## config.mk

```make
export PLATFORM = sky130hd
export DESIGN_NAME = dct_rot_out_buf
export DESIGN_NICKNAME = d
export VERILOG_FILES = /design/src/dct_rot_pkg.sv /design/src/dct_rot_out_buf.sv
export SDC_FILE = /design/constraint.sdc
export NUM_CORES = 1
export LEC_CHECK = 0
export ABC_AREA = 1
export BUFFER_PORTS_ARGS = -buffer_cell sky130_fd_sc_hd__buf_2
export CAP_MARGIN = 25
export CORE_UTILIZATION = 55
export CTS_CLUSTER_DIAMETER = 60
export CTS_CLUSTER_SIZE = 20
export DETAILED_ROUTE_END_ITERATION = 16
export GPL_TIMING_DRIVEN = 0
export PLACE_DENSITY = 0.8
export REMOVE_ABC_BUFFERS = 1
export SLEW_MARGIN = 10
export SYNTH_ARGS = -nofsm -noshare
export SYNTH_HDL_FRONTEND = slang
export SYNTH_SLANG_ARGS = --single-unit
```

## constraint.sdc

```tcl
create_clock -name clk -period 17.86 [get_ports clk]
set_input_delay 3.572 -clock clk [delete_from_list [all_inputs] [get_ports clk]]
set_output_delay 3.572 -clock clk [all_outputs]
set_load 0.01 [all_outputs]
```

## src/dct_rot_pkg.sv

```systemverilog
/*
 * shared definitions for the dct rotation reorder buffer
 * widths, sample and complex types, index and bank address types
 * frame info, read tag and output pair beat structs
 * write and read controller state encodings
 */
`default_nettype none

package dct_rot_pkg;

	// ------------------------------------------------------------
	// widths
	// ------------------------------------------------------------
	// one real or imaginary part
	localparam int SAMPLE_W = 28;
	// frame size range, 32 to 2048 points
	localparam int MAX_LOG2 = 11;
	localparam int MIN_LOG2 = 5;
	// each bank holds half a max frame
	localparam int BANK_AW  = MAX_LOG2 - 1;

	// ------------------------------------------------------------
	// data types
	// ------------------------------------------------------------
	typedef logic signed [SAMPLE_W-1:0] sample_t;

	typedef struct packed {
		sample_t re;
		sample_t im;
	} cplx_t;

	// natural sample index
	typedef logic [MAX_LOG2-1:0] idx_t;
	typedef logic [BANK_AW-1:0] bank_addr_t;
	// log2 of the point count
	typedef logic [3:0] size_log2_t;

	// pulsed by the write side once a frame is stored
	typedef struct packed {
		size_log2_t size_log2;
		logic start;
	} frame_info_t;

	// travels alongside a read, one cycle behind the address
	typedef struct packed {
		logic fwd_bank;
		logic rev_bank;
		logic sop;
		logic eop;
	} rd_tag_t;

	// output beat, F(k) and F((N-k) mod N)
	typedef struct packed {
		cplx_t fwd;
		cplx_t rev;
		logic sop;
		logic eop;
	} pair_beat_t;

	// ------------------------------------------------------------
	// FSM encodings
	// ------------------------------------------------------------
	typedef enum logic [1:0] {WR_IDLE, WR_FILL, WR_HOLD} wr_state_t;
	typedef enum logic {RD_IDLE, RD_RUN} rd_state_t;

endpackage

`default_nettype wire

```

## src/dct_rot_out_buf.sv

```systemverilog
/*
 * output side of the reorder buffer
 * pair forming from the two bank outputs
 * two entry valid/ready buffer toward the source
 */
`default_nettype none

module dct_rot_out_buf
	import dct_rot_pkg::*;
(
	input  wire        clk,
	input  wire        rst_n_sync,
	input  wire        push,
	input  rd_tag_t    tag,
	input  cplx_t      rdata0,
	input  cplx_t      rdata1,
	output logic       source_valid,
	input  wire        source_ready,
	output pair_beat_t source_data,
	output logic       pop
);

	pair_beat_t mem [2];
	pair_beat_t beat;
	logic [1:0] count;
	logic wr_ptr;
	logic rd_ptr;

	// ------------------------------------------------------------
	// pair forming
	// ------------------------------------------------------------
	// each half comes from the bank named in the tag
	assign beat.fwd = tag.fwd_bank ? rdata1 : rdata0;
	assign beat.rev = tag.rev_bank ? rdata1 : rdata0;
	assign beat.sop = tag.sop;
	assign beat.eop = tag.eop;

	// ------------------------------------------------------------
	// two entry buffer
	// ------------------------------------------------------------
	assign source_valid = (count != 2'd0);
	// head entry is never written while occupied
	assign source_data = mem[rd_ptr];
	// a pop also hands a credit back to the read side
	assign pop = source_valid && source_ready;

	always_ff @(posedge clk)
	begin
		if (push)
			mem[wr_ptr] <= beat;
	end

	always_ff @(posedge clk)
	begin
		if (!rst_n_sync)
		begin
			count <= 2'd0;
			wr_ptr <= 1'b0;
			rd_ptr <= 1'b0;
		end
		else
		begin
			if (push)
				wr_ptr <= ~wr_ptr;
			if (pop)
				rd_ptr <= ~rd_ptr;
			count <= count + {1'b0, push} - {1'b0, pop};
		end
	end

	// credit flow keeps the buffer from overflowing
	assert property (@(posedge clk) disable iff (!rst_n_sync) push |-> (count != 2'd2));

	// stalled beat held unchanged
	assert property (@(posedge clk) disable iff (!rst_n_sync)
		(source_valid && !source_ready) |=> (source_valid && $stable(source_data)));

endmodule

`default_nettype wire

```

### Word level (Yosys, flattened, before mapping)

Memories as Yosys holds them, arrays and structs flattened. A register that Yosys moved wholly into a read port is not among the register bits.
Cells that the tools add are included.

| storage, ports and cells | value |
|---|---|
| flip-flop bits (word level) | 4 |
| memory bits (writable) | 228 |
| bits of input ports | 120 |
| memories | 1 |

Memories:

| name | depth | width | rd ports | clocked after Yosys merged registers in | write ports | line | source |
|---|---|---|---|---|---|---|---|
| mem | 2 | 114 | 1 | 1 | 1 | dct_rot_out_buf.sv:23 | `pair_beat_t mem [2];` |

| operators by class | value |
|---|---|
| $add $sub $neg | 2 |
| mux-type cells | 6 |
| bitwise gates (word level) | 2 |
| reduce and logical (&&, ||, !) cells | 2 |

Operators by type and width:

| operator | count |
|---|---|
| $mux W56 | 2 |
| $mux W1 | 4 |
| $add A2 B1 Y2 | 1 |
| $not A1 Y1 | 2 |
| $reduce_bool A2 Y1 | 1 |
| $sub A2 B1 Y2 | 1 |
| $logic_and A1 B1 Y1 | 1 |

### Depth between registers and ports, before layout

| depth | value |
|---|---|
| word-level depth | 4 |
| depth in mapped cells | 10 |

### Worst setup path after synthesis

OpenSTA, ideal clock, no wires.

| timing | value |
|---|---|
| kind | in2reg |
| from | input push |
| to | memory mem[0][0] in the netlist's numbering, enable pin |
| setup time | 0.591 ns |
| arrival | 8.382 ns |
| slack | 8.887 ns |
| stages | 2 |
| cells stage by stage | inv_1 > nor2_1 |

| between the ends | value |
|---|---|
| cells in the longest elaborated chain, start to end | 2 |

RTL lines:

| item | line | source |
|---|---|---|
| start: declaration | dct_rot_out_buf.sv:13 | `input wire push,` |
| $mux W1 | dct_rot_out_buf.sv:49 | `if (push)` |
| $mux W1 (implied by the code) | dct_rot_out_buf.sv:50 | `mem[wr_ptr] <= beat;` |
| end: declaration | dct_rot_out_buf.sv:23 |  |

Every way passes these cells.

### Final worst setup path

| timing | value |
|---|---|
| from | input source_ready |
| to | output pop |

| between the ends | value |
|---|---|
| cells in the longest elaborated chain, start to end | 1 |

RTL lines:

| item | line | source |
|---|---|---|
| start: declaration | dct_rot_out_buf.sv:18 | `input wire source_ready,` |
| $logic_and A1 B1 Y1 | dct_rot_out_buf.sv:45 | `assign pop = source_valid && source_ready;` |
| end: declaration | dct_rot_out_buf.sv:20 | `output logic pop` |

Every way passes these cells.

==> impl_metrics.py <==
metrics = {
    "outcome": {
        "status": "completed",
    },
    "layout": {
        "nets": 1041,
        "layout-drive-gt1-share_pct": 41.21,
        "area_growth_pct": 19.36,
        "diodes": 0,
        "nFillCells": 1244,
        "multiInputGateArea_um2": 2601,
        "final_core_util_pct": 68.11,
        "register_area_um2": 6950,
    },
    "yosys": {
        "netlist_area_um2": 10010,
        "synth_top_family_by_area": "multiplexers",
        "netlist_instances": 694,
        "synth_simple_gate_area_share_pct": 4.939,
        "ys_types": 15,
        "async_flop_share_pct": 0,
        "ys_top_cells_by_area": "edfxtp_1, mux2_4, mux2_2",
        "seq_area_frac_synth_pct": 69.42,
        "synth_top_area_cell": "edfxtp_1",
        "avgSynthCellArea_um2": 14.42,
        "synth_edf_count": 228,
        "synthMuxAreaShare_pct": 15.08,
        "ys.warnings.count": 0,
        "synth-adder-area-share_pct": 0.2501,
        "ys_ff_latch": 233,
        "yosysMostFrequentCell": "edfxtp_1",
        "netlist.area_leader.share_pct": 68.42,
        "synth-xor-area-share_pct": 0,
        "synth_flop_cell": "edfxtp_1",
        "synth_compound_area_share_pct": 5.651,
        "ys_top_cells_by_count": "edfxtp_1, nand2_1, o21ai_0",
    },
    "timing": {
        "clock_skew_ns": 0.01422,
        "slew_headroom_pct": 55.12,
        "period_needed_ns": 7.644,
        "post-route-period-util_pct": 42.80,
        "setup_viol": 0,
        "worst_pin_slew_ns": 0.6731,
        "finalHoldViolCount": 0,
        "clock.fmax_ghz": 0.1308,
        "slew_viol_final": 0,
        "rsz0062_at_grt": "no",
        "fin_tns_setup_ns": 0,
    },
    "setup_path": {
        "crit_path_cell_trace": "buf_2, inv_1, nor2_1, buf_2",
        "timing.rr.start": "wr_ptr$_SDFFE_PN0P_",
        "cpMostUsedCell": "buf_2",
        "worst_setup_path_end_kind": "output port",
        "slowest_stage": "nor2_1",
        "critPathTopFamily": "buffers and inverters",
        "path_max_fanout": 3,
        "cp-startpoint": "source_ready",
        "max_stage_delay_ns": 0.20,
        "path_class": "input port to output port",
        "required_ns": 14.29,
        "worstSetupStartpointType": "input port",
        "path_buf_inv": 3,
        "arrival_ns": 4.07,
    },
    "floorplan": {
        "die_area_um2": 18740,
        "rows": 48,
        "core_um2": 17540,
        "start_util_pct": 57.06,
        "die_w_um": 136.9,
        "io_pins": 236,
        "chipHeight_um": 136.9,
    },
    "placed_design": {
        "finalWeightedCongestion": 0.8001,
        "io_buffers": 235,
        "dp_hpwl_mm": 12.67,
    },
    "clock_tree": {
        "cts_root_buf": "clkbuf_16",
        "post-cts-setup-buffers": 0,
        "cts.path.max_buffers": 3,
        "cts_tree": "yes",
        "cts_resized": 0,
        "h-tree-depth": 1,
        "numCtsBuffers": 16,
        "clkSinkCount": 233,
        "clk_pin_slew_ns": 0.08,
        "clock_latency_ns": 0.47,
        "cts-hold-fix-buffers": 0,
    },
    "hold_path": {
        "hold_path.class": "register to register",
        "hold_path.startpoint": "rd_ptr$_SDFFE_PN0P_",
    },
    "route": {
        "post-route-drc-count": 0,
        "wirelength_mm": 19.02,
        "routedWlPerCell_um": 16.51,
        "first_pass_iters": 5,
        "drtIter0Drc": 346,
        "dr_total_vias": 6018,
        "vias_per_cell": 5.224,
        "drtAntennaViolNets": 0,
    },
    "global_route": {
        "grt_use_total_pct": 20.28,
        "first_global_vias": 6207,
        "grt_max_degree": 75,
        "overflow": 0,
        "antenna_found_initial": 0,
        "grt_pass1_wl_mm": 29.43,
    },
    "pwr": {
        "power.density_nw_per_um2": 109.8,
        "peakVddDrop_uv": 143.0,
        "p_leak_nw": 4.884,
    },
    "flow_run": {
        "maxCapViolCount": 0,
    },
}
-- worst min-delay path, stage by stage (launching register included) --
cell and delay (ns):
dfxtp_1 0.33, nor2_1 0.06, nor2_1 0.09
-- cells by family after synthesis --
| group | after synthesis |
|---|---|
| fa+ha+maj | 2 |
| compound gates | 113 |
| buf+inv | 101 |
| mux | 114 |
| simple gates | 131 |
| flops | 233 |
-- routing by layer --
metal  track usage [%]  part of all wire (%)  up-vias
li1                  -                     -     2930
met1             23.29                    39     2856
met2             37.42                    52      206
met3             4.667                   7.8       26
met4             6.105                   1.8        0
met5                 0                     0        -
-- power breakdown --
part           internal (mW)  leakage [nW]  switching (mW)
combinational          0.151          2.46           0.145
sequential             0.643          2.20          0.0216
clock                  0.177         0.229           0.174
-- cells in the final DEF (no fill, tap or decap), drive strengths merged --
cell type and count:
clkinv 1, edfxtp 228, buf 244, inv 66, nand2 120, a21oi 1, dfxtp 5, o21ai 112
clkbuf 22, clkinvlp 1, nand3 2, ha 2, mux2 114, nor2 9
-- area by class of cell --
type | instances | area share, %
clock buffer | 22 | 3.719
clock inverter | 4 | 0.2514
inverter | 64 | 2.053
multi-input combinational | 360 | 21.78
sequential | 233 | 58.19
tap | 225 | 2.357
timing repair buffer | 244 | 11.65
-- worst paths after layout --
path                          end  slack (ns)  cells after the start
max                           pop       10.22                      4
min           rd_ptr$_SDFFE_PN0P_        0.51                      2
max reg2reg  mem[0][86]$_DFFE_PP_       15.98                      4
min reg2reg   rd_ptr$_SDFFE_PN0P_        0.51                      2
-- per-stage QoR --
stage	instances	setup WS [ns]	power, mW	hold slack [ns]	area (um^2)
4_1_cts	1152	10.22	1.326	0.5136	11940
3_3_place_gp	1117	6.034	1.000	0.4796	11240
2_1_floorplan	657	8.887	0.8786	0.4675	9781
3_5_place_dp	1126	10.23	0.9756	0.4939	11470
6_report	1152	10.22	1.312	0.5094	11940
5_1_grt	1152	10.16	1.368	0.5500	11940
-- sequential cells by signal (all words and copies together) (netlist names), named ones only --
register and cells:
rd_ptr 1, mem 228, wr_ptr 1, count 2
(Power assumes the default switching activity.)
