[src/dct_rot_pkg.sv]
/*
 * shared definitions for the dct rotation reorder buffer
 * widths, sample and complex types, index and bank address types
 * frame info, read tag and output pair beat structs
 * write and read controller state encodings
 */
`default_nettype none

package dct_rot_pkg;

	// ------------------------------------------------------------
	// widths
	// ------------------------------------------------------------
	// one real or imaginary part
	localparam int SAMPLE_W = 28;
	// frame size range, 32 to 2048 points
	localparam int MAX_LOG2 = 11;
	localparam int MIN_LOG2 = 5;
	// each bank holds half a max frame
	localparam int BANK_AW  = MAX_LOG2 - 1;

	// ------------------------------------------------------------
	// data types
	// ------------------------------------------------------------
	typedef logic signed [SAMPLE_W-1:0] sample_t;

	typedef struct packed {
		sample_t re;
		sample_t im;
	} cplx_t;

	// natural sample index
	typedef logic [MAX_LOG2-1:0] idx_t;
	typedef logic [BANK_AW-1:0] bank_addr_t;
	// log2 of the point count
	typedef logic [3:0] size_log2_t;

	// pulsed by the write side once a frame is stored
	typedef struct packed {
		size_log2_t size_log2;
		logic start;
	} frame_info_t;

	// travels alongside a read, one cycle behind the address
	typedef struct packed {
		logic fwd_bank;
		logic rev_bank;
		logic sop;
		logic eop;
	} rd_tag_t;

	// output beat, F(k) and F((N-k) mod N)
	typedef struct packed {
		cplx_t fwd;
		cplx_t rev;
		logic sop;
		logic eop;
	} pair_beat_t;

	// ------------------------------------------------------------
	// FSM encodings
	// ------------------------------------------------------------
	typedef enum logic [1:0] {WR_IDLE, WR_FILL, WR_HOLD} wr_state_t;
	typedef enum logic {RD_IDLE, RD_RUN} rd_state_t;

endpackage

`default_nettype wire

[src/dct_rot_read_ctrl.sv]
/*
 * read side of the reorder buffer
 * forward and reverse index generation per output beat
 * bank address and tag forming, frame flags
 * credit counter against the two entry output buffer
 */
`default_nettype none

module dct_rot_read_ctrl
	import dct_rot_pkg::*;
(
	input  wire         clk,
	input  wire         rst_n_sync,
	input  frame_info_t frame_info,
	input  wire         pop,
	output bank_addr_t  raddr0,
	output bank_addr_t  raddr1,
	output rd_tag_t     tag,
	output logic        push,
	output logic        read_done
);

	rd_state_t state;
	size_log2_t size_q;
	idx_t k;
	logic [1:0] credit;

	logic issue;
	logic last;
	logic [MAX_LOG2:0] frame_n;
	idx_t mask;
	idx_t half;
	idx_t rev_idx;
	logic fwd_bank;
	logic rev_bank;
	bank_addr_t fwd_addr;
	bank_addr_t rev_addr;

	// ------------------------------------------------------------
	// index and address forming
	// ------------------------------------------------------------
	assign frame_n = (MAX_LOG2 + 1)'(1) << size_q;
	assign mask = idx_t'(frame_n - 1'b1);
	assign half = idx_t'(frame_n >> 1);

	// (N-k) mod N
	assign rev_idx = (idx_t'(0) - k) & mask;

	// upper half of the indices lives in bank 1
	assign fwd_bank = |(k & half);
	assign rev_bank = |(rev_idx & half);
	assign fwd_addr = bank_addr_t'(k & (half - 1'b1));
	assign rev_addr = bank_addr_t'(rev_idx & (half - 1'b1));

	// banks differ except at k = 0 and k = N/2
	// there both indices are equal, same bank and same address
	assign raddr0 = fwd_bank ? rev_addr : fwd_addr;
	assign raddr1 = fwd_bank ? fwd_addr : rev_addr;

	// one read per free slot downstream
	assign issue = (state == RD_RUN) && (credit != 2'd0);
	assign last = (k == mask);

	// ------------------------------------------------------------
	// FSM, beat index and credit
	// ------------------------------------------------------------
	always_ff @(posedge clk)
	begin
		if (!rst_n_sync)
		begin
			state <= RD_IDLE;
			size_q <= size_log2_t'(MIN_LOG2);
			k <= '0;
			credit <= 2'd2;
			push <= 1'b0;
			read_done <= 1'b0;
		end
		else
		begin
			// returned slots minus consumed ones
			credit <= credit - {1'b0, issue} + {1'b0, pop};
			push <= issue;
			read_done <= issue && last;
			case (state)
				RD_IDLE:
				begin
					if (frame_info.start)
					begin
						size_q <= frame_info.size_log2;
						k <= '0;
						state <= RD_RUN;
					end
				end
				RD_RUN:
				begin
					if (issue)
					begin
						k <= k + 1'b1;
						if (last)
							state <= RD_IDLE;
					end
				end
				default:
					state <= RD_IDLE;
			endcase
		end
	end

	// tag lines up with the registered bank data
	always_ff @(posedge clk)
	begin
		if (issue)
		begin
			tag.fwd_bank <= fwd_bank;
			tag.rev_bank <= rev_bank;
			tag.sop <= (k == '0);
			tag.eop <= last;
		end
	end

	// pops never return more than was handed out
	assert property (@(posedge clk) disable iff (!rst_n_sync) credit <= 2'd2);

endmodule

`default_nettype wire

[config.mk]
export PLATFORM = sky130hd
export DESIGN_NAME = dct_rot_read_ctrl
export DESIGN_NICKNAME = d
export VERILOG_FILES = /design/src/dct_rot_pkg.sv /design/src/dct_rot_read_ctrl.sv
export SDC_FILE = /design/constraint.sdc
export NUM_CORES = 1
export LEC_CHECK = 0
export ABC_CLOCK_PERIOD_IN_PS = 9550
export BUFFER_PORTS_ARGS = -buffer_cell sky130_fd_sc_hd__clkbuf_2
export CAP_MARGIN = 10
export CELL_PAD_IN_SITES_DETAIL_PLACEMENT = 0
export CELL_PAD_IN_SITES_GLOBAL_PLACEMENT = 1
export CORE_ASPECT_RATIO = 0.5
export CORE_MARGIN = 2
export CORE_UTILIZATION = 43
export CTS_CLUSTER_DIAMETER = 30
export DETAILED_ROUTE_END_ITERATION = 10
export PLACE_DENSITY_LB_ADDON = 0.15
export SLEW_MARGIN = 20
export SYNTH_ARGS = -nofsm -noshare
export SYNTH_HDL_FRONTEND = slang
export SYNTH_SLANG_ARGS = --single-unit
[constraint.sdc]
create_clock -name clk -period 9.55 [get_ports clk]
set_clock_uncertainty 0.2 [all_clocks]
set_input_delay 0.4775 -clock clk [delete_from_list [all_inputs] [get_ports clk]]
set_output_delay 0.4775 -clock clk [all_outputs]
set_load 0.1 [all_outputs]
# After elaboration in Yosys (flattened, before gate mapping)
# Cells that the tools add are included.
[op_classes]
n_shift = 1
n_lt_le_gt_ge = 0
add_sub_neg = 6
n_mul = 0
n_mux = 9
n_div = 0
n_eq_ne = 3
bitwise = 6
reduce_logical = 8
[ops]
columns = ["op", "count"]
rows = [
  ["$and A11 B11 Y11", 3],
  ["$mux W11", 2],
  ["$pmux W11 S2", 1],
  ["$reduce_or A11 Y1", 2],
  ["$and A10 B10 Y10", 2],
  ["$mux W10", 2],
  ["$shl A1 B4 Y12 const A", 1],
  ["$add A11 B1 Y11 const B", 1],
  ["$eq A11 B11 Y1", 1],
  ["$logic_not A11 Y1", 1],
  ["$sub A1 B11 Y11 const A", 1],
  ["$sub A11 B1 Y11 const B", 1],
  ["$sub A10 B1 Y10 const B", 1],
  ["$reduce_and A2 Y1", 2],
  ["$mux W1", 3],
  ["$add A2 B1 Y2", 1],
  ["$logic_and A1 B1 Y1", 2],
  ["$ne A2 B1 Y1 const B", 1],
  ["$ne A2 B2 Y1 const B", 1],
  ["$pmux W1 S2", 1],
  ["$reduce_bool A2 Y1", 1],
  ["$sub A2 B1 Y2", 1],
  ["$not A1 Y1", 1],
]
[totals]
ram_bits = 0
word_cells = 43
in_bits = 8
latch_bits = 0
memories = 0
ff_bits = 24
out_inout_bits = 26
romBits = 0

# Longest topological paths before layout
[depth]
ltp_word = 6
ltp_mapped = 13
ltp_nobuf = 10

# Worst setup path after synthesis
# Ideal clock, no wire load.
[synth_path]
path_kind = "register -> output"
from = "register size_q[3]"
to = "output raddr1[6]"
slack_ps = 5244
path_buffers = 4
stages_incl_launch_ff = 13
t_arrival_ps = 3628
path_cell_list = "dfxtp_1 > buf_2 > buf_2 > buf_1 > nor4_1 > inv_1 > ha_1 > clkbuf_1 > nor3_1 > o21ai_0 > a211oi_1 > mux2i_1 > nor2_1"
[synth_via]
elab_chain_cells = 5
[synth_rtl]
columns = ["item", "line", "rtl"]
rows = [
  ["from (decl)", "dct_rot_read_ctrl.sv:24", "size_log2_t size_q;"],
  ["from (signal assigned)", "dct_rot_read_ctrl.sv:72", "size_q <= size_log2_t'(MIN_LOG2);"],
  ["from (signal assigned)", "dct_rot_read_ctrl.sv:89", "size_q <= frame_info.size_log2;"],
  ["$shl A1 B4 Y12 (*)", "dct_rot_read_ctrl.sv:42", "assign frame_n = (MAX_LOG2 + 1)'(1) << size_q;"],
  ["$sub A11 B1 Y11", "dct_rot_read_ctrl.sv:43", "assign mask = idx_t'(frame_n - 1'b1);"],
  ["$and A11 B11 Y11", "dct_rot_read_ctrl.sv:47", "assign rev_idx = (idx_t'(0) - k) & mask;"],
  ["$and A10 B10 Y10", "dct_rot_read_ctrl.sv:53", "assign rev_addr = bank_addr_t'(rev_idx & (half - 1'b1));"],
  ["$mux W10 (*)", "dct_rot_read_ctrl.sv:58", "assign raddr1 = fwd_bank ? fwd_addr : rev_addr;"],
  ["to (decl)", "dct_rot_read_ctrl.sv:17", "output bank_addr_t raddr1,"],
]
# Every way passes the cells marked *; elsewhere a longest branch is shown, timed or not.

# Final worst setup path
[layout_path]
from = "register size_q[0]"
to = "output raddr1[6]"
# The elaborated chain is that of the path after synthesis.

==> key figures <==
Run status
  – Run status: complete, no violations

Logic synthesis
  – Count leader, synth: nor2_1
  – Yosys reg bits: 24
  – Sequential cell area fraction in the yosys report: 23.06%
  – Post-synth EDFFs: 4
  – Synthesis warning total: 0
  – Commonest cells in the netlist: nor2_1 (35), nand2_1 (29), mux2i_1 (24)
  – Post-synth top flop: dfxtp_1
  – Top cells by area, synth: dfxtp_1 (18%), mux2i_1 (11%), nor2_1 (5.8%)
  – Syn avg cell area: 7.651 sq um
  – Synthesized Nets: 310
  – Async S/R FF share, synth: 0%
  – Top cell type's share of synthesized area: 17.74%
  – Yosys top cell by area: dfxtp_1
  – Synthesized instance count: 295
  – Synth cell types: 57
  – Cell Area, Synth: 0.002257 sq mm

STA
  – # setup viols final: 0
  – Relative slew slack: 42.92%
  – Worst Max-Slew Pin Slew: 0.8551 ns
  – Period utilization: 44.10%
  – Pins Over Slew Limit: 0
  – Final Hold Viols: 0
  – Setup tns final: 0 ns
  – F_max: 0.2374 GHz
  – Crit path time final: 4.211 ns
  – RSZ-0062 raised after global routing: no

Route
  – Routed len/inst: 15.48 um
  – Post-route ant nets: 0
  – Vias per cell: 5.632
  – Initial DRC Count: 183
  – Final WL: 5884 um
  – DR pass1 iterations: 4
  – Drt drc: 0
  – Vias post-DR: 2,140

Worst setup path
  – Reg-to-reg setup timing slack: 5.95 ns
  – CP max stage delay: 0.89 ns
  – Critical path type: flop to output pin
  – Worst Setup End Kind: output pin
  – CP Buf/Inv Count: 2
  – Cells along the critical path: nor2b_1 -> and2_1 -> inv_1 -> ha_1 -> nor3_1 -> o21ai_0 -> a211oi_1 -> mux2i_1 -> nor2_1 -> clkbuf_2
  – Crit-path max FO: 22
  – Crit-path slowest cell: dfxtp_1
  – Required @ worst endpoint: 8.87 ns
  – Arrival @ worst endpoint: 3.53 ns
  – Worst Setup Start Kind: flop
  – Crit-path leading delay family: flip-flops
  – Crit path depth: 10
  – R2R cell count: 10

Pwr
  – Sw power: 148.5 uW
  – Clock group share of total power: 25.2%
  – VDD IR-drop max: 0.09211 mV
  – Lkg Pwr: 0.001108 uW
  – Pwr Total: 355.9 uW
  – Internal: 207.3 uW
  – Sequential power share: 34.3%
  – Logic pwr share: 40.5%
  – PwrDens: 145.3 mW/mm^2
  – Sw frac: 41.74%

Finish
  – Synth-to-Final Area Change: 8.537%
  – ANT cells: 0
  – Share of layout cells above drive strength 1: 15.48%
  – Post-route cell area: 0.002450 sq mm
  – Fin nets: 326
  – Post-layout util: 49.00%

CTS
  – Post-cts sizing count: 0
  – CTS tree: built
  – Latest clock arrival within the worst-skew pair: 0.27 ns
  – Root buffer cell: clkbuf_8
  – TritonCTS Buffers: 3
  – CTS sink cnt: 24
  – Hold buffers post-CTS: 0
  – Max Root-Sink Buffers: 2
  – Max H-tree Level: 1
  – Worst-path clk slew: 0.09 ns
  – Post-CTS Repair Setup Buffers: 0

Place
  – Port bufs: 33
  – Final GP Congestion: 0.9281
  – Hpwl dp: 4258 um
  – Cell area after placement: 0.002379 sq mm

Global route
  – First-pass GRT wire length: 9591 um
  – Global route overflow: 0
  – Number of global-route vias before repair: 1,874
  – Largest net degree at the start of global routing: 28
  – Gr usage total: 20.20%
  – Antenna violations before repair: 0

Floorplan
  – Starting Density: 45.15%
  – Full die area: 0.005880 sq mm
  – Core ar.: 0.005000 sq mm
  – Ports: 34
  – Row count: 18
  – Die Height: 55.23 um
  – Die width: 106.5 um

Flow run
  – MaxCap Viol Count: 0

Hold path
  – Worst Hold Path Cells: 3
  – Hold Path Class: primary input to flop
-- per-layer routing --
| layer | global-route usage, % | wire, um | vias to the layer above |
|---|---|---|---|
| li1 | - | - | 1072 |
| met1 | 32.15 | 3078 | 1004 |
| met2 | 28.30 | 2439 | 62 |
| met3 | 2.834 | 356 | 2 |
| met4 | 4.824 | 10 | 0 |
| met5 | 0 | 0 | - |
-- final cells by class --
class,instances,area (sq um)
timing repair buffer,35,180.2
multi-input combinational,234,1541
tap,70,87.58
inverter,13,48.80
fill,542,2550
clock buffer,3,41.29
clock inverter,1,30.03
sequential,24,520.5
-- sequential cells by signal (all words and copies together) (netlist names) --
register   flops
k             11
size_q         4
read_done      1
credit         2
state          1
push           1
tag            4
-- cells in the final DEF (no fill, tap or decap), drive strengths merged, types with 2 or more instances in the layout --
| master | n |
|---|---|
| nor2 | 36 |
| buf | 2 |
| mux2 | 2 |
| and2 | 11 |
| mux2i | 24 |
| inv | 13 |
| o21a | 2 |
| nand4 | 3 |
| ha | 7 |
| a211oi | 3 |
| dfxtp | 20 |
| a21boi | 7 |
| xor2 | 6 |
| a22oi | 2 |
| edfxtp | 4 |
| nor4 | 4 |
| nand2b | 5 |
| a31oi | 2 |
| o211ai | 2 |
| or3 | 2 |
| a21oi | 10 |
| nand2 | 29 |
| o31a | 2 |
| o21ai | 11 |
| xnor2 | 10 |
| nor3 | 13 |
| nand3 | 15 |
| clkbuf | 36 |
| nor2b | 4 |
| and3 | 4 |
-- cell families after synthesis --
logic type               Yosys count  share of synthesized area, %
flip-flops                        24                         23.06
multiplexers                      27                         12.64
XOR/XNOR                          16                         6.208
buffers and inverters             37                         8.648
AND/OR/NAND/NOR                  133                         30.43
adder cells (fa/ha/maj)            7                         3.880
AO/OA/AOI/OAI                     51                         15.13
-- through the flow --
step	hold WS (ns)	instances	setup WS [ns]
global route	0.2337	380	5.031
finish	0.2183	380	5.339
global placement	0.2783	376	5.774
detailed placement	0.2845	376	5.679
CTS	0.2142	380	5.362
floorplan	0.2600	295	5.244
-- power by group through the flow --
stage                     clock network (uW)  logic [uW]  registers, uW
after floorplan                            0         105            139
after global placement                     0         144            124
after detailed placement                   0         144            124
after CTS                               91.7         144            122
after global routing                    94.2         157            124
final                                   89.5         144            122
-- worst reg2reg max path, cell delays in order (launching register included) --
cell,delay [ns]
dfxtp_1,0.89
nor2b_1,0.32
and2_1,0.23
inv_1,0.08
ha_1,0.32
and2_1,0.20
o21ai_0,0.27
a211oi_1,0.18
and3_1,0.22
a311oi_1,0.24
nand4_1,0.19
-- worst paths after layout --
| path | start | end |
|---|---|---|
| hold reg to reg | credit[1] | credit[1] |
| setup reg to reg | size_q[0] | tag[2] |
| hold / removal | frame_info[1] | size_q[0] |
| setup / recovery | size_q[0] | raddr1[6] |
No activity file was read; power rests on OpenSTA's default activity.
