### config.mk
export PLATFORM = sky130hd
export DESIGN_NAME = dct_rot_write_ctrl
export DESIGN_NICKNAME = d
export VERILOG_FILES = /design/src/dct_rot_pkg.sv /design/src/dct_rot_write_ctrl.sv
export SDC_FILE = /design/constraint.sdc
export NUM_CORES = 1
export LEC_CHECK = 0
export BUFFER_PORTS_ARGS = -buffer_cell sky130_fd_sc_hd__buf_2
export CORE_MARGIN = 3
export CORE_UTILIZATION = 41
export DETAILED_ROUTE_END_ITERATION = 10
export PLACE_DENSITY = 0.79
export SYNTH_ARGS = -nofsm -noshare
export SYNTH_HDL_FRONTEND = slang
export SYNTH_SLANG_ARGS = --single-unit
### constraint.sdc
create_clock -name clk -period 4.73 [get_ports clk]
set_input_delay 0 -clock clk [delete_from_list [all_inputs] [get_ports clk]]
set_output_delay 0 -clock clk [all_outputs]
set_load 0.02 [all_outputs]
### src/dct_rot_pkg.sv
/*
 * shared definitions for the dct rotation reorder buffer
 * widths, sample and complex types, index and bank address types
 * frame info, read tag and output pair beat structs
 * write and read controller state encodings
 */
`default_nettype none

package dct_rot_pkg;

	// ------------------------------------------------------------
	// widths
	// ------------------------------------------------------------
	// one real or imaginary part
	localparam int SAMPLE_W = 28;
	// frame size range, 32 to 2048 points
	localparam int MAX_LOG2 = 11;
	localparam int MIN_LOG2 = 5;
	// each bank holds half a max frame
	localparam int BANK_AW  = MAX_LOG2 - 1;

	// ------------------------------------------------------------
	// data types
	// ------------------------------------------------------------
	typedef logic signed [SAMPLE_W-1:0] sample_t;

	typedef struct packed {
		sample_t re;
		sample_t im;
	} cplx_t;

	// natural sample index
	typedef logic [MAX_LOG2-1:0] idx_t;
	typedef logic [BANK_AW-1:0] bank_addr_t;
	// log2 of the point count
	typedef logic [3:0] size_log2_t;

	// pulsed by the write side once a frame is stored
	typedef struct packed {
		size_log2_t size_log2;
		logic start;
	} frame_info_t;

	// travels alongside a read, one cycle behind the address
	typedef struct packed {
		logic fwd_bank;
		logic rev_bank;
		logic sop;
		logic eop;
	} rd_tag_t;

	// output beat, F(k) and F((N-k) mod N)
	typedef struct packed {
		cplx_t fwd;
		cplx_t rev;
		logic sop;
		logic eop;
	} pair_beat_t;

	// ------------------------------------------------------------
	// FSM encodings
	// ------------------------------------------------------------
	typedef enum logic [1:0] {WR_IDLE, WR_FILL, WR_HOLD} wr_state_t;
	typedef enum logic {RD_IDLE, RD_RUN} rd_state_t;

endpackage

`default_nettype wire

### src/dct_rot_write_ctrl.sv
/*
 * input side of the reorder buffer
 * sink handshake, frame size latch, arrival counter
 * bit reversed write address and bank steering
 * frame hand-off to the read side
 */
`default_nettype none

module dct_rot_write_ctrl
	import dct_rot_pkg::*;
(
	input  wire         clk,
	input  wire         rst_n_sync,
	input  wire         sink_valid,
	output logic        sink_ready,
	input  wire         sink_sop,
	input  cplx_t       sink_data,
	input  size_log2_t  fft_size_log2,
	input  wire         read_done,
	output logic        we0,
	output logic        we1,
	output bank_addr_t  waddr0,
	output bank_addr_t  waddr1,
	output cplx_t       wdata,
	output frame_info_t frame_info
);

	wr_state_t state;
	size_log2_t size_q;
	idx_t cnt;
	logic info_start;

	logic accept;
	logic wr_en;
	logic last;
	logic [MAX_LOG2:0] frame_n;
	idx_t half;
	idx_t rev;
	bank_addr_t addr;

	// reverse the low l bits of c, upper bits zero
	function automatic idx_t bit_rev(idx_t c, size_log2_t l);
		idx_t r;
		r = '0;
		for (int j = 0; j < MAX_LOG2; j++)
		begin
			if (j < l)
				r[j] = c[l - 1 - j];
		end
		return r;
	endfunction

	// ------------------------------------------------------------
	// write path
	// ------------------------------------------------------------
	assign accept = sink_valid && sink_ready;
	// a frame opens on sop, stray beats in idle are dropped
	assign wr_en = accept && ((state == WR_FILL) || ((state == WR_IDLE) && sink_sop));

	assign frame_n = (MAX_LOG2 + 1)'(1) << size_q;
	assign half = idx_t'(frame_n >> 1);
	assign last = (cnt == idx_t'(frame_n - 1'b1));

	// count is zero in idle, so the first sample always goes to index 0
	assign rev = bit_rev(cnt, size_q);
	// top bit of the reversed index picks the bank
	assign addr = bank_addr_t'(rev & (half - 1'b1));

	assign we0 = wr_en && !(|(rev & half));
	assign we1 = wr_en && (|(rev & half));
	assign waddr0 = addr;
	assign waddr1 = addr;
	assign wdata = sink_data;

	assign frame_info = '{size_log2: size_q, start: info_start};

	// ------------------------------------------------------------
	// FSM
	// ------------------------------------------------------------
	always_ff @(posedge clk)
	begin
		if (!rst_n_sync)
		begin
			state <= WR_IDLE;
			sink_ready <= 1'b0;
			size_q <= size_log2_t'(MIN_LOG2);
			cnt <= '0;
			info_start <= 1'b0;
		end
		else
		begin
			info_start <= 1'b0;
			case (state)
				WR_IDLE:
				begin
					sink_ready <= 1'b1;
					if (accept && sink_sop)
					begin
						size_q <= fft_size_log2;
						cnt <= idx_t'(1);
						state <= WR_FILL;
					end
				end
				WR_FILL:
				begin
					if (accept)
					begin
						if (last)
						begin
							// frame complete, stop the sink and hand off
							cnt <= '0;
							sink_ready <= 1'b0;
							info_start <= 1'b1;
							state <= WR_HOLD;
						end
						else
							cnt <= cnt + 1'b1;
					end
				end
				WR_HOLD:
				begin
					// banks busy until the last read is out
					if (read_done)
					begin
						sink_ready <= 1'b1;
						state <= WR_IDLE;
					end
				end
				default:
				begin
					sink_ready <= 1'b0;
					state <= WR_IDLE;
				end
			endcase
		end
	end

	// latched frame size within the supported range
	assert property (@(posedge clk) disable iff (!rst_n_sync)
		(state != WR_IDLE) |-> (size_q inside {[MIN_LOG2:MAX_LOG2]}));

endmodule

`default_nettype wire

After elaboration in Yosys (flattened, before gate mapping) --
Index checks and enable logic that the tools add are counted.
Operators by class: $add $sub $neg 14, multiply operators 0, divide/modulo/power cells 0, $lt $le $gt $ge 22, eq/ne operators 7, shifts and indexed selects 1, muxes and demuxes 47, bitwise logic cells 2, reductions and logical operators 16
Operator list (number):
- 32-bit by 5-bit < comparator with 1-bit output, second input constant | 11
- 32-bit by 3-bit subtractor with 32-bit output, second input constant | 4
- 32-bit by 2-bit subtractor with 32-bit output, second input constant | 2
- 32-bit by 4-bit subtractor with 32-bit output, second input constant | 2
- 1-bit binary-select mux with 4-bit select | 11
- 11-bit 2-to-1 mux | 3
- 32-bit by 1-bit subtractor with 32-bit output, second input constant | 1
- 1-bit 2-to-1 mux | 26
- 11-bit one-hot mux with 2 select lines | 1
- 3-bit by 4-bit < comparator with 1-bit output, first input constant | 4
- 4-bit < comparator, first input constant | 3
- 1-bit by 4-bit << shifter with 12-bit output, first input constant | 1
- 11-bit by 1-bit adder with 11-bit output, second input constant | 1
- 11-bit AND | 1
- 11-bit == test | 1
- 11-bit OR reduction | 1
- 11-bit by 1-bit subtractor with 11-bit output, second input constant | 1
- 10-bit AND | 1
- 10-bit by 1-bit subtractor with 10-bit output, second input constant | 1
- 3-bit AND reduction | 3
- 1-bit by 4-bit < comparator with 1-bit output, first input constant | 2
- 2-bit by 4-bit < comparator with 1-bit output, first input constant | 2
- 2-bit 2-to-1 mux | 4
- 1-bit logical AND | 6
- 14 further kinds | 16
Storage, ports and cells: register bits 19, latch bits 0, RAM bits 0, ROM bits 0, output and inout bits 84, memories kept 0

Depth between registers and ports, before layout --
Gate-level depths: netlist of the first run.
word-level depth 9, depth in mapped cells 15

Worst setup path before layout of the first run --
Ideal clock, no wire load.
path type register to output, from register size_q[0], to output waddr1[5], arrival time 4.430 ns, slack 0.300 ns, stages on the path, launching flop included 16, path buffers 4, cells stage by stage dfxtp_1 clkbuf_1 clkinv_1 ha_1 clkbuf_1 clkbuf_1 inv_1 ha_1 or4_1 a21oi_1 nor2_1 xnor2_1 mux2_2 a21oi_1 nor2_1 buf_4
On the way: word-level cells in the longest chain between the ends 6
RTL lines:
- from (decl) | RTL line dct_rot_write_ctrl.sv:29 | size_log2_t size_q;
- from (signal assigned) | RTL line dct_rot_write_ctrl.sv:86 | size_q <= size_log2_t'(MIN_LOG2);
- from (signal assigned) | RTL line dct_rot_write_ctrl.sv:99 | size_q <= fft_size_log2;
- 4-bit by 1-bit subtractor with 5-bit output | RTL line dct_rot_write_ctrl.sv:48 | r[j] = c[l - 1 - j];
- 32-bit by 3-bit subtractor with 32-bit output | RTL line dct_rot_write_ctrl.sv:48
- 1-bit binary-select mux with 4-bit select | RTL line dct_rot_write_ctrl.sv:48
- 1-bit 2-to-1 mux (not written as such) | RTL line dct_rot_write_ctrl.sv:48
- 1-bit 2-to-1 mux | RTL line dct_rot_write_ctrl.sv:47 | if (j < l)
- 10-bit AND (*) | RTL line dct_rot_write_ctrl.sv:67 | assign addr = bank_addr_t'(rev & (half - 1'b1));
- to (decl) | RTL line dct_rot_write_ctrl.sv:23 | output bank_addr_t waddr1,
Mark *: on every way between the ends. The rest lies on a longest branch, timed or not. The select of a mux whose other input is x is not followed.

Worst setup path after layout of the first run --
from register size_q[0], to output we0
On the way: word-level cells in the longest chain between the ends 9
RTL lines:
- 4-bit by 1-bit subtractor with 5-bit output | RTL line dct_rot_write_ctrl.sv:48
- 32-bit by 1-bit subtractor with 32-bit output (tied with other cells) | RTL line dct_rot_write_ctrl.sv:48
- 1-bit binary-select mux with 4-bit select | RTL line dct_rot_write_ctrl.sv:48
- 1-bit 2-to-1 mux (not written as such) | RTL line dct_rot_write_ctrl.sv:48
- 1-bit 2-to-1 mux | RTL line dct_rot_write_ctrl.sv:47
- 11-bit AND (*) | RTL line dct_rot_write_ctrl.sv:69 | assign we0 = wr_en && !(|(rev & half));
- 11-bit OR reduction (*) | RTL line dct_rot_write_ctrl.sv:69
- 1-bit zero test (*) | RTL line dct_rot_write_ctrl.sv:69
- 1-bit logical AND (*) | RTL line dct_rot_write_ctrl.sv:69
- to (decl) | RTL line dct_rot_write_ctrl.sv:20 | output logic we0,
Marks and branches as above.

==> results of run 1 <==
-- metal layers --
metal	track usage [%]	up-vias	part of all wire, %
met1	25.4	1469	41
met4	5.08	0	1.6
li1	-	1493	-
met2	29.5	225	46
met3	3.59	27	12
met5	0	-	0
-- layout make-up --
| type | count | area, um2 |
|---|---|---|
| tap | 102 | 128 |
| clock buffer | 3 | 41.3 |
| sequential | 19 | 380 |
| inverter | 16 | 60.1 |
| multi-input combinational | 333 | 2350 |
| timing repair buffer | 47 | 270 |
| clock inverter | 1 | 5.00 |
| fill | 801 | 4650 |
-- placed cells by master, fill, tap and decap left out, types with 3 or more instances in the layout --
cell / instances
and3_1: 5
and2_1: 3
nor3_1: 23
nand3_1: 13
dfxtp_1: 19
inv_1: 15
nand3b_1: 5
ha_1: 15
nor2b_1: 9
or2_2: 3
clkbuf_8: 3
o21ai_0: 16
xor2_1: 11
o21bai_1: 3
buf_4: 8
mux4_2: 8
mux2_2: 5
mux2i_1: 12
nand2_1: 42
dlygate4sd3_1: 3
nand4_1: 7
a32oi_1: 4
a221oi_1: 4
nor2_1: 30
a21oi_1: 24
or3_1: 7
nand2b_1: 13
o211ai_1: 4
xnor2_1: 16
buf_2: 36
a31oi_1: 5
or4_1: 4
-- final timing paths --
kind                            slack [ns]           from          to  cells past startpoint
worst max-delay path                  0.69      size_q[0]         we0                     12
worst min-delay path              0.000008  sink_data[13]   wdata[13]                      0
worst max register to register        0.71      size_q[1]    state[1]                     11
worst min register to register        0.52     sink_ready  sink_ready                      2
-- state kept, by name, summed over array words and instances, names as in the netlist --
| register | count |
|---|---|
| state | 2 |
| info_start | 1 |
| cnt | 11 |
| size_q | 4 |
| sink_ready | 1 |
-- kinds of logic after synthesis --
| kind of cell | synth area share (%) |
|---|---|
| AOI/OAI and AO/OA | 16.4 |
| xor gates and xnor gates | 8.29 |
| muxes | 10.5 |
| buffers and inverters | 19.9 |
| adders and majority gates | 5.50 |
| DFF | 11.2 |
| and+or+nand+nor | 28.3 |
-- worst max-delay path, delay by kind of cell, from the launching register on --
| kind | cells | cell delay [ns] |
|---|---|---|
| XOR/XNOR | 2 | 0.78 |
| adder cells (fa/ha/maj) | 2 | 0.72 |
| buffers and inverters | 3 | 0.65 |
| flip-flops | 1 | 0.33 |
| AND/OR/NAND/NOR | 5 | 1.29 |
-- power by group --
| group | switching [mW] | internal [mW] |
|---|---|---|
| logic | 0.269 | 0.175 |
| registers | 0.0175 | 0.170 |
| clock network | 0.0526 | 0.0585 |
-- what timing repair did --
action | CTS | global route
hold buffers | 3 | 0
buffers inserted | 0 | 0
endpoints found under the hold margin | 2 | 0
-- metrics by stage --
stage	power, mW	instances
2_1_floorplan	0.595	465
3_3_place_gp	0.614	514
3_5_place_dp	0.621	514
4_1_cts	0.735	521
5_1_grt	0.789	521
6_report	0.742	521
==> impl_metrics.env, run 1 <==
export IMPL_status="finished, final reports clean"
export IMPL_area_delta_synth_final_pct=-5.14
export IMPL_grt_pass1_vias=2864
export IMPL_cts_tree="done"
export IMPL_fin_crit_sh_pct=85.5
export IMPL_period_minus_slack_ns=4.04
export IMPL_synth_common_cells="67 x buf_4, 42 x nand2_1, 30 x nor2_1"
export IMPL_ir_drop_mv=0.201
export IMPL_design_core_area_um2=7890
export IMPL_core_rowCount=32
export IMPL_gp_congestion=1.06
export IMPL_dp_slack_ns=0.757
export IMPL_cp_max_fo=9
export IMPL_grt_antenna_before_repair=0
export IMPL_grt_first_pass_wirelength_mm=14.7
export IMPL_finClkSkew_ns=0.00271
export IMPL_netlist_instances=465
export IMPL_worstPathArrival_ns=4.04
export IMPL_path_common_cell="ha_1"
export IMPL_routed_wl_mm=9.16
export IMPL_hpwl_mm=6.98
export IMPL_synth_fp_nets=545
export IMPL_crit_path_start_kind="register"
export IMPL_cts_max_level=1
export IMPL_place_port_buffers=36
export IMPL_grt_max_degree=28
export IMPL_overflow=0
export IMPL_yosys_top_cells_area="buf_4 15%, dfxtp_1 11%, ha_1 5.5%"
export IMPL_drc=0
export IMPL_synth_edf_count=0
export IMPL_netlist_area_leader_share_pct=14.8
export IMPL_setup_slack_ns=0.687
export IMPL_synthDistinctLibCells=65
export IMPL_path_cells="clkinv_1 -> ha_1 -> xor2_1 -> inv_1 -> ha_1 -> xnor3_1 -> nand2b_1 -> nor2_1 -> or4_1 -> nor3_1 -> and3_1 -> buf_2"
export IMPL_final_core_util_pct=41.0
export IMPL_post_synth_top_count_cell="buf_4"
export IMPL_initialDrtViolationCount=450
export IMPL_rsz0062_at_grt="false"
export IMPL_finalInstanceArea_um2=3230
export IMPL_critPathCaptureType="primary output"
export IMPL_critPathSlowestCell="or4_1"
export IMPL_clkTransAtPathRegs_ns=0.07
export IMPL_fmax_mhz=247
export IMPL_yosysSeqAreaShare_pct=11.2
export IMPL_setup_viol=0
export IMPL_drv_slew=0
export IMPL_worst_slew_pin_slew_ns=0.830
export IMPL_relSlewSlack_pct=44.1
export IMPL_drv_cap=0
export IMPL_routed_via_density=6.17
export IMPL_max_stage_delay_ns=0.50
export IMPL_vias=3214
export IMPL_p_leak_nw=1.26
export IMPL_first_pass_iters=6
export IMPL_hold_violations=0
export IMPL_synth_top_area_cell="buf_4"
export IMPL_ant_nets=0
export IMPL_cts_resized=0
export IMPL_worst_ep_required_time_ns=4.73
export IMPL_dpl_instance_area_um2=3160
export IMPL_criticalPathCategory="reg2out"
export IMPL_die_height_um=97.2
export IMPL_clockBufferDepth=2
export IMPL_antenna_cells=0
export IMPL_grtUsageTotal_pct=18.5
export IMPL_die_area_um2=9450
export IMPL_start_util_pct=43.2
export IMPL_hold_class="in2out"
export IMPL_cts_sinks=19
export IMPL_nets=500
export IMPL_avgSynthCellArea_um2=7.33
export IMPL_io_pin_count=149
export IMPL_synth_flop_cell="dfxtp_1"
export IMPL_cts_root_buf="clkbuf_8"
export IMPL_timing_hold_ws_ns=0.00000757
export IMPL_yosys_warnings=0
export IMPL_cts_made_buffers=3
export IMPL_async_flop_share_pct=0
export IMPL_syn_cell_area_um2=3410
export IMPL_dieWidth_um=97.2
export IMPL_wl_per_cell_um=17.6
export IMPL_clk_insertion_delay_late_ns=0.26
export IMPL_p_per_area_nw_per_um2=229
export IMPL_ys_seq_elements=19
export IMPL_tns_ns=0
export IMPL_drive_gt1_share_pct=17.7
Power figures use the tool's default switching activity.
==> run 2: changes to the inputs <==
--- a/config.mk
+++ b/config.mk
@@ -6,9 +6,11 @@
 export NUM_CORES = 1
 export LEC_CHECK = 0
 export BUFFER_PORTS_ARGS = -buffer_cell sky130_fd_sc_hd__buf_2
+export CORE_ASPECT_RATIO = 1.75
 export CORE_MARGIN = 3
 export CORE_UTILIZATION = 41
 export DETAILED_ROUTE_END_ITERATION = 10
+export HOLD_SLACK_MARGIN = 0.12
 export PLACE_DENSITY = 0.79
 export SYNTH_ARGS = -nofsm -noshare
 export SYNTH_HDL_FRONTEND = slang
==> impl_metrics.env, run 2 (synthesis gave the netlist of run 1 again) <==
export IMPL_r2r_cells=12
export IMPL_period_minus_slack_ns=4.17
export IMPL_fin_cells=575
export IMPL_clkTransAtPathRegs_ns=0.06
export IMPL_drv_cap=0
export IMPL_hpwl_mm=7.70
export IMPL_cts_tree="done"
export IMPL_start_util_pct=42.5
export IMPL_cts_root_buf="clkbuf_16"
export IMPL_place_port_buffers=36
export IMPL_whs_path_depth=4
export IMPL_hold_class="in2reg"
export IMPL_antenna_cells=0
export IMPL_cts_sinks=19
export IMPL_grt_first_pass_wirelength_mm=16.3
export IMPL_cp_max_fo=17
export IMPL_rr_endpoint="state[1]"
export IMPL_setup_viol=0
export IMPL_reg2reg_from="size_q[0]"
export IMPL_final_common_cell="dlygate4sd3_1"
export IMPL_io_pin_count=149
export IMPL_top_register="cnt"
export IMPL_area_delta_synth_final_pct=14.6
export IMPL_routed_via_density=6.17
export IMPL_nets=566
export IMPL_fmax_mhz=240
export IMPL_die_height_um=127
export IMPL_criticalPathCategory="reg2out"
export IMPL_die_area_um2=9490
export IMPL_power_mw=0.898
export IMPL_p_leak_nw=1.55
export IMPL_cts_max_level=1
export IMPL_critPathCaptureType="primary output"
export IMPL_grt_antenna_before_repair=0
export IMPL_dp_slack_ns=0.721
export IMPL_vias=3545
export IMPL_fin_crit_sh_pct=88.2
export IMPL_grtUsageTotal_pct=21.7
export IMPL_finClkSkew_ns=0.00479
export IMPL_initialDrtViolationCount=275
export IMPL_setup_slack_ns=0.559
export IMPL_design_core_area_um2=8020
export IMPL_routed_wl_mm=10.5
export IMPL_hold_violations=0
export IMPL_grt_pass1_vias=3343
export IMPL_numPlacedInstances=504
export IMPL_first_pass_iters=5
export IMPL_clockBufferDepth=2
export IMPL_r2r_slack_ns=0.71
export IMPL_cts_made_buffers=3
export IMPL_rsz0062_at_grt="false"
export IMPL_hold_start="sink_valid"
export IMPL_crit_path_start_kind="register"
export IMPL_ant_nets=0
export IMPL_ir_drop_mv=0.279
export IMPL_worstPathArrival_ns=4.17
export IMPL_overflow=0
export IMPL_top_regs="cnt: 11 flops, size_q: 4 flops, state: 2 flops"
export IMPL_p_per_area_nw_per_um2=230
export IMPL_worst_ep_required_time_ns=4.73
export IMPL_gp_congestion=1.03
export IMPL_relSlewSlack_pct=46.1
export IMPL_wl_per_cell_um=18.3
export IMPL_dieWidth_um=74.9
export IMPL_tns_ns=0
export IMPL_worst_slew_pin_slew_ns=0.800
export IMPL_final_cell_mix="67 x dlygate4sd3_1, 42 x nand2_1, 36 x buf_2"
export IMPL_clk_insertion_delay_late_ns=0.25
export IMPL_largest_reg_flops=11
export IMPL_status="finished, final reports clean"
export IMPL_core_rowCount=43
export IMPL_drc=0
export IMPL_min_to="sink_ready"
export IMPL_drv_slew=0
export IMPL_drive_gt1_share_pct=15.7
export IMPL_grt_max_degree=28
[run 2: changes by cell type in the layout (fill, tap and decap cells not counted)]
cell	change
buf_4	+2
clkbuf_16	+3
clkbuf_8	-3
dlygate4sd3_1	+64
[run 2: area by class of cell]
type	count	area, um2
clock buffers	3	75.1
clock inverters	1	5.00
fillers	734	4110
inverters	16	60.1
multi-input cells	333	2350
flip-flops and latches	19	380
well taps	90	113
repair buffers	113	926
[run 2: power breakdown]
part	internal [mW]	switching [mW]	leakage (nW)	total (mW)
Combinational	0.215	0.318	1.36	0.533
Clock	0.113	0.0630	0.0409	0.176
Sequential	0.170	0.0178	0.154	0.188
[run 2: metrics by stage]
| stage | utilization, % | area, um2 | hold slack, ns |
|---|---|---|---|
| 2_1_floorplan | - | 3410 | 0.113 |
| 3_3_place_gp | 39.4 | 3160 | 0.000137 |
| 3_5_place_dp | 39.4 | 3160 | 0.000137 |
| 4_1_cts | 48.8 | 3910 | 0.136 |
| 5_1_grt | 48.8 | 3910 | 0.164 |
| 6_report | 48.8 | 3910 | 0.133 |
[run 2: worst max path at each step]
stage / start / depth (start not counted) / slack (ns) / end
floorplan: size_q[0] / 15 / 0.30 / waddr1[5]
global placement: size_q[0] / 12 / 0.86 / cnt[10]
detailed placement: size_q[0] / 12 / 0.72 / cnt[5]
CTS: size_q[1] / 14 / 0.62 / we0
global route: size_q[1] / 14 / 0.35 / we0
finish: size_q[1] / 14 / 0.56 / we0
[run 2: worst max-delay path, stage by stage, from the launching register on]
cell and delay (ns):
dfxtp_1 0.31, buf_4 0.20, inv_1 0.18, ha_1 0.39, xor2_1 0.43, inv_1 0.25
ha_1 0.28, nand2_1 0.08, o31ai_1 0.08, a211oi_1 0.57, mux2i_1 0.29, o221ai_1 0.14
nor3_1 0.34, and3_1 0.22, buf_2 0.17
[run 2: timing repair]
item,in CTS,in global routing
endpoints found under the hold margin,64,0
hold buffers,67,0
gates resized for setup,0,0
endpoints found under the setup margin,0,0
buffers inserted,0,0
[run 2: routing by layer]
layer	global-route usage [%]	share of wire, %	vias up
li1	-	-	1627
met1	22.3	34	1647
met2	39.8	53	237
met3	1.67	6.8	34
met4	13.6	6.2	0
met5	0	0	-
==> run 3: changes to the inputs <==
--- a/config.mk
+++ b/config.mk
@@ -6,7 +6,7 @@
 export NUM_CORES = 1
 export LEC_CHECK = 0
 export BUFFER_PORTS_ARGS = -buffer_cell sky130_fd_sc_hd__buf_2
-export CORE_ASPECT_RATIO = 1.75
+export CORE_ASPECT_RATIO = 2
 export CORE_MARGIN = 3
 export CORE_UTILIZATION = 41
 export DETAILED_ROUTE_END_ITERATION = 10
==> impl_metrics.env, run 3 (synthesis gave the netlist of run 1 again) <==
export IMPL_largest_reg_flops=11
export IMPL_post_cts_buffers=0
export IMPL_worst_slew_pin_slew_ns=0.904
export IMPL_top_register="cnt"
export IMPL_rr_endpoint="cnt[4]"
export IMPL_design_core_area_um2=8000
export IMPL_timing_hold_ws_ns=0.530
export IMPL_r2r_slack_ns=0.83
export IMPL_power_frac_comb_pct=59.0
export IMPL_routed_wl_mm=10.9
export IMPL_first_pass_iters=5
export IMPL_dpl_instance_area_um2=3170
export IMPL_final_common_cell="dlygate4sd3_1"
export IMPL_p_int_mw=0.498
export IMPL_cts_resized=0
export IMPL_dieWidth_um=70.5
export IMPL_n_fill_cell=763
export IMPL_rsz0062_at_grt="false"
export IMPL_min_to="sink_ready"
export IMPL_wl_per_cell_um=18.8
export IMPL_p_per_area_nw_per_um2=228
export IMPL_cts_tree="done"
export IMPL_initialDrtViolationCount=247
export IMPL_worst_ep_required_time_ns=4.73
export IMPL_grt_pass1_vias=3370
export IMPL_gp_congestion=1.05
export IMPL_clockBufferDepth=2
export IMPL_place_port_buffers=36
export IMPL_routed_via_density=6.16
export IMPL_top_regs="cnt: 11 flops, size_q: 4 flops, state: 2 flops"
export IMPL_drive_gt1_share_pct=15.6
export IMPL_final_cell_mix="68 x dlygate4sd3_1, 42 x nand2_1, 36 x buf_2"
export IMPL_cts_root_buf="clkbuf_16"
export IMPL_hold_violations=0
export IMPL_io_pin_count=149
export IMPL_cts_sinks=19
export IMPL_hold_start="sink_ready"
export IMPL_drv_cap=0
export IMPL_met3_length_um=788
export IMPL_finalInstanceArea_um2=3930
export IMPL_period_minus_slack_ns=4.22
export IMPL_worstPathArrival_ns=4.22
export IMPL_fmax_mhz=237
export IMPL_r2r_cells=13
export IMPL_die_area_um2=9510
export IMPL_wirelength_met1_mm=3.50
export IMPL_wl_met2_mm=5.69
export IMPL_vias=3585
export IMPL_grt_antenna_before_repair=0
export IMPL_drc=0
export IMPL_crit_path_start_kind="register"
export IMPL_antenna_cells=0
export IMPL_switching_share_pct=44.5
export IMPL_p_clk_share_pct=20.1
export IMPL_seqCellArea_um2=380
export IMPL_ir_drop_mv=0.208
export IMPL_core_rowCount=46
export IMPL_top_layer_used="met4"
export IMPL_start_util_pct=42.6
export IMPL_hpwl_mm=8.04
export IMPL_area_delta_synth_final_pct=15.2
export IMPL_cts_max_level=1
export IMPL_grt_first_pass_wirelength_mm=16.3
export IMPL_clk_insertion_delay_late_ns=0.26
export IMPL_nets=567
export IMPL_overflow=0
export IMPL_whs_path_depth=2
export IMPL_hold_class="reg2reg"
export IMPL_cp_max_fo=9
export IMPL_critPathCaptureType="primary output"
export IMPL_cts_made_buffers=3
export IMPL_multiInputGateArea_um2=2350
export IMPL_ant_nets=0
export IMPL_dp_slack_ns=0.903
export IMPL_relSlewSlack_pct=39.1
export IMPL_reg2reg_from="size_q[0]"
export IMPL_die_height_um=135
export IMPL_setup_viol=0
export IMPL_criticalPathCategory="reg2out"
export IMPL_grt_max_degree=28
export IMPL_p_leak_nw=1.56
export IMPL_clkTransAtPathRegs_ns=0.06
export IMPL_final_core_util_pct=49.1
export IMPL_fin_crit_sh_pct=89.2
export IMPL_p_switching_mw=0.399
export IMPL_finClkSkew_ns=0.00501
export IMPL_tns_ns=0
export IMPL_seq_power_share_pct=20.8
export IMPL_ctsHoldBuffers=68
export IMPL_status="finished, final reports clean"
export IMPL_grtUsageTotal_pct=21.8
export IMPL_drv_slew=0
export IMPL_setup_slack_ns=0.510
-- run 3: cell types whose count changed in the layout (fill, tap and decap cells not counted) --
cell           delta
dlygate4sd3_1     +1
-- run 3: per-stage QoR --
step                      std cells  power [mW]
after global placement          510       0.623
after global routing            582       0.948
after floorplan                 465       0.595
after CTS                       582       0.895
after detailed placement        510       0.628
final                           582       0.896
-- run 3: cell type report --
class | count | area share (%)
repair buffers | 114 | 23.8
clock buffers | 3 | 1.91
well taps | 96 | 3.06
multi-input cells | 333 | 59.8
clock inverters | 1 | 0.127
flip-flops and latches | 19 | 9.69
inverters | 16 | 1.53
-- run 3: power by group through the flow --
| stage | clock network (mW) | logic (mW) | registers, mW |
|---|---|---|---|
| 4_1_cts | 0.185 | 0.524 | 0.186 |
| 3_5_place_dp | 0 | 0.439 | 0.189 |
| 6_report | 0.181 | 0.529 | 0.187 |
| 5_1_grt | 0.191 | 0.570 | 0.188 |
| 2_1_floorplan | 0 | 0.405 | 0.190 |
| 3_3_place_gp | 0 | 0.435 | 0.188 |
-- run 3: worst max path at each step --
stage | startpoint | end | slack [ns] | cells past startpoint
floorplan | size_q[0] | waddr1[5] | 0.30 | 15
global placement | size_q[0] | cnt[3] | 1.02 | 13
detailed placement | size_q[1] | cnt[3] | 0.90 | 12
CTS | size_q[0] | waddr0[3] | 0.61 | 13
global route | size_q[0] | waddr0[3] | 0.29 | 13
finish | size_q[0] | waddr0[3] | 0.51 | 13
-- run 3: per-layer routing --
layer	vias to the layer above	track usage, %
li1	1627	-
met3	65	2.53
met4	0	21.4
met5	-	0
met2	248	40.4
met1	1645	19.2
-- run 3: worst max-delay path: stages (launching register included) --
cell and delay (ns):
dfxtp_1 0.34, clkinv_1 0.26, ha_1 0.45, xor2_1 0.41, inv_1 0.23, ha_1 0.27, nand2_1 0.07, o31ai_1 0.06
a211oi_1 0.61, xnor2_1 0.20, mux2_2 0.36, a32oi_1 0.40, a21oi_1 0.10, buf_2 0.19
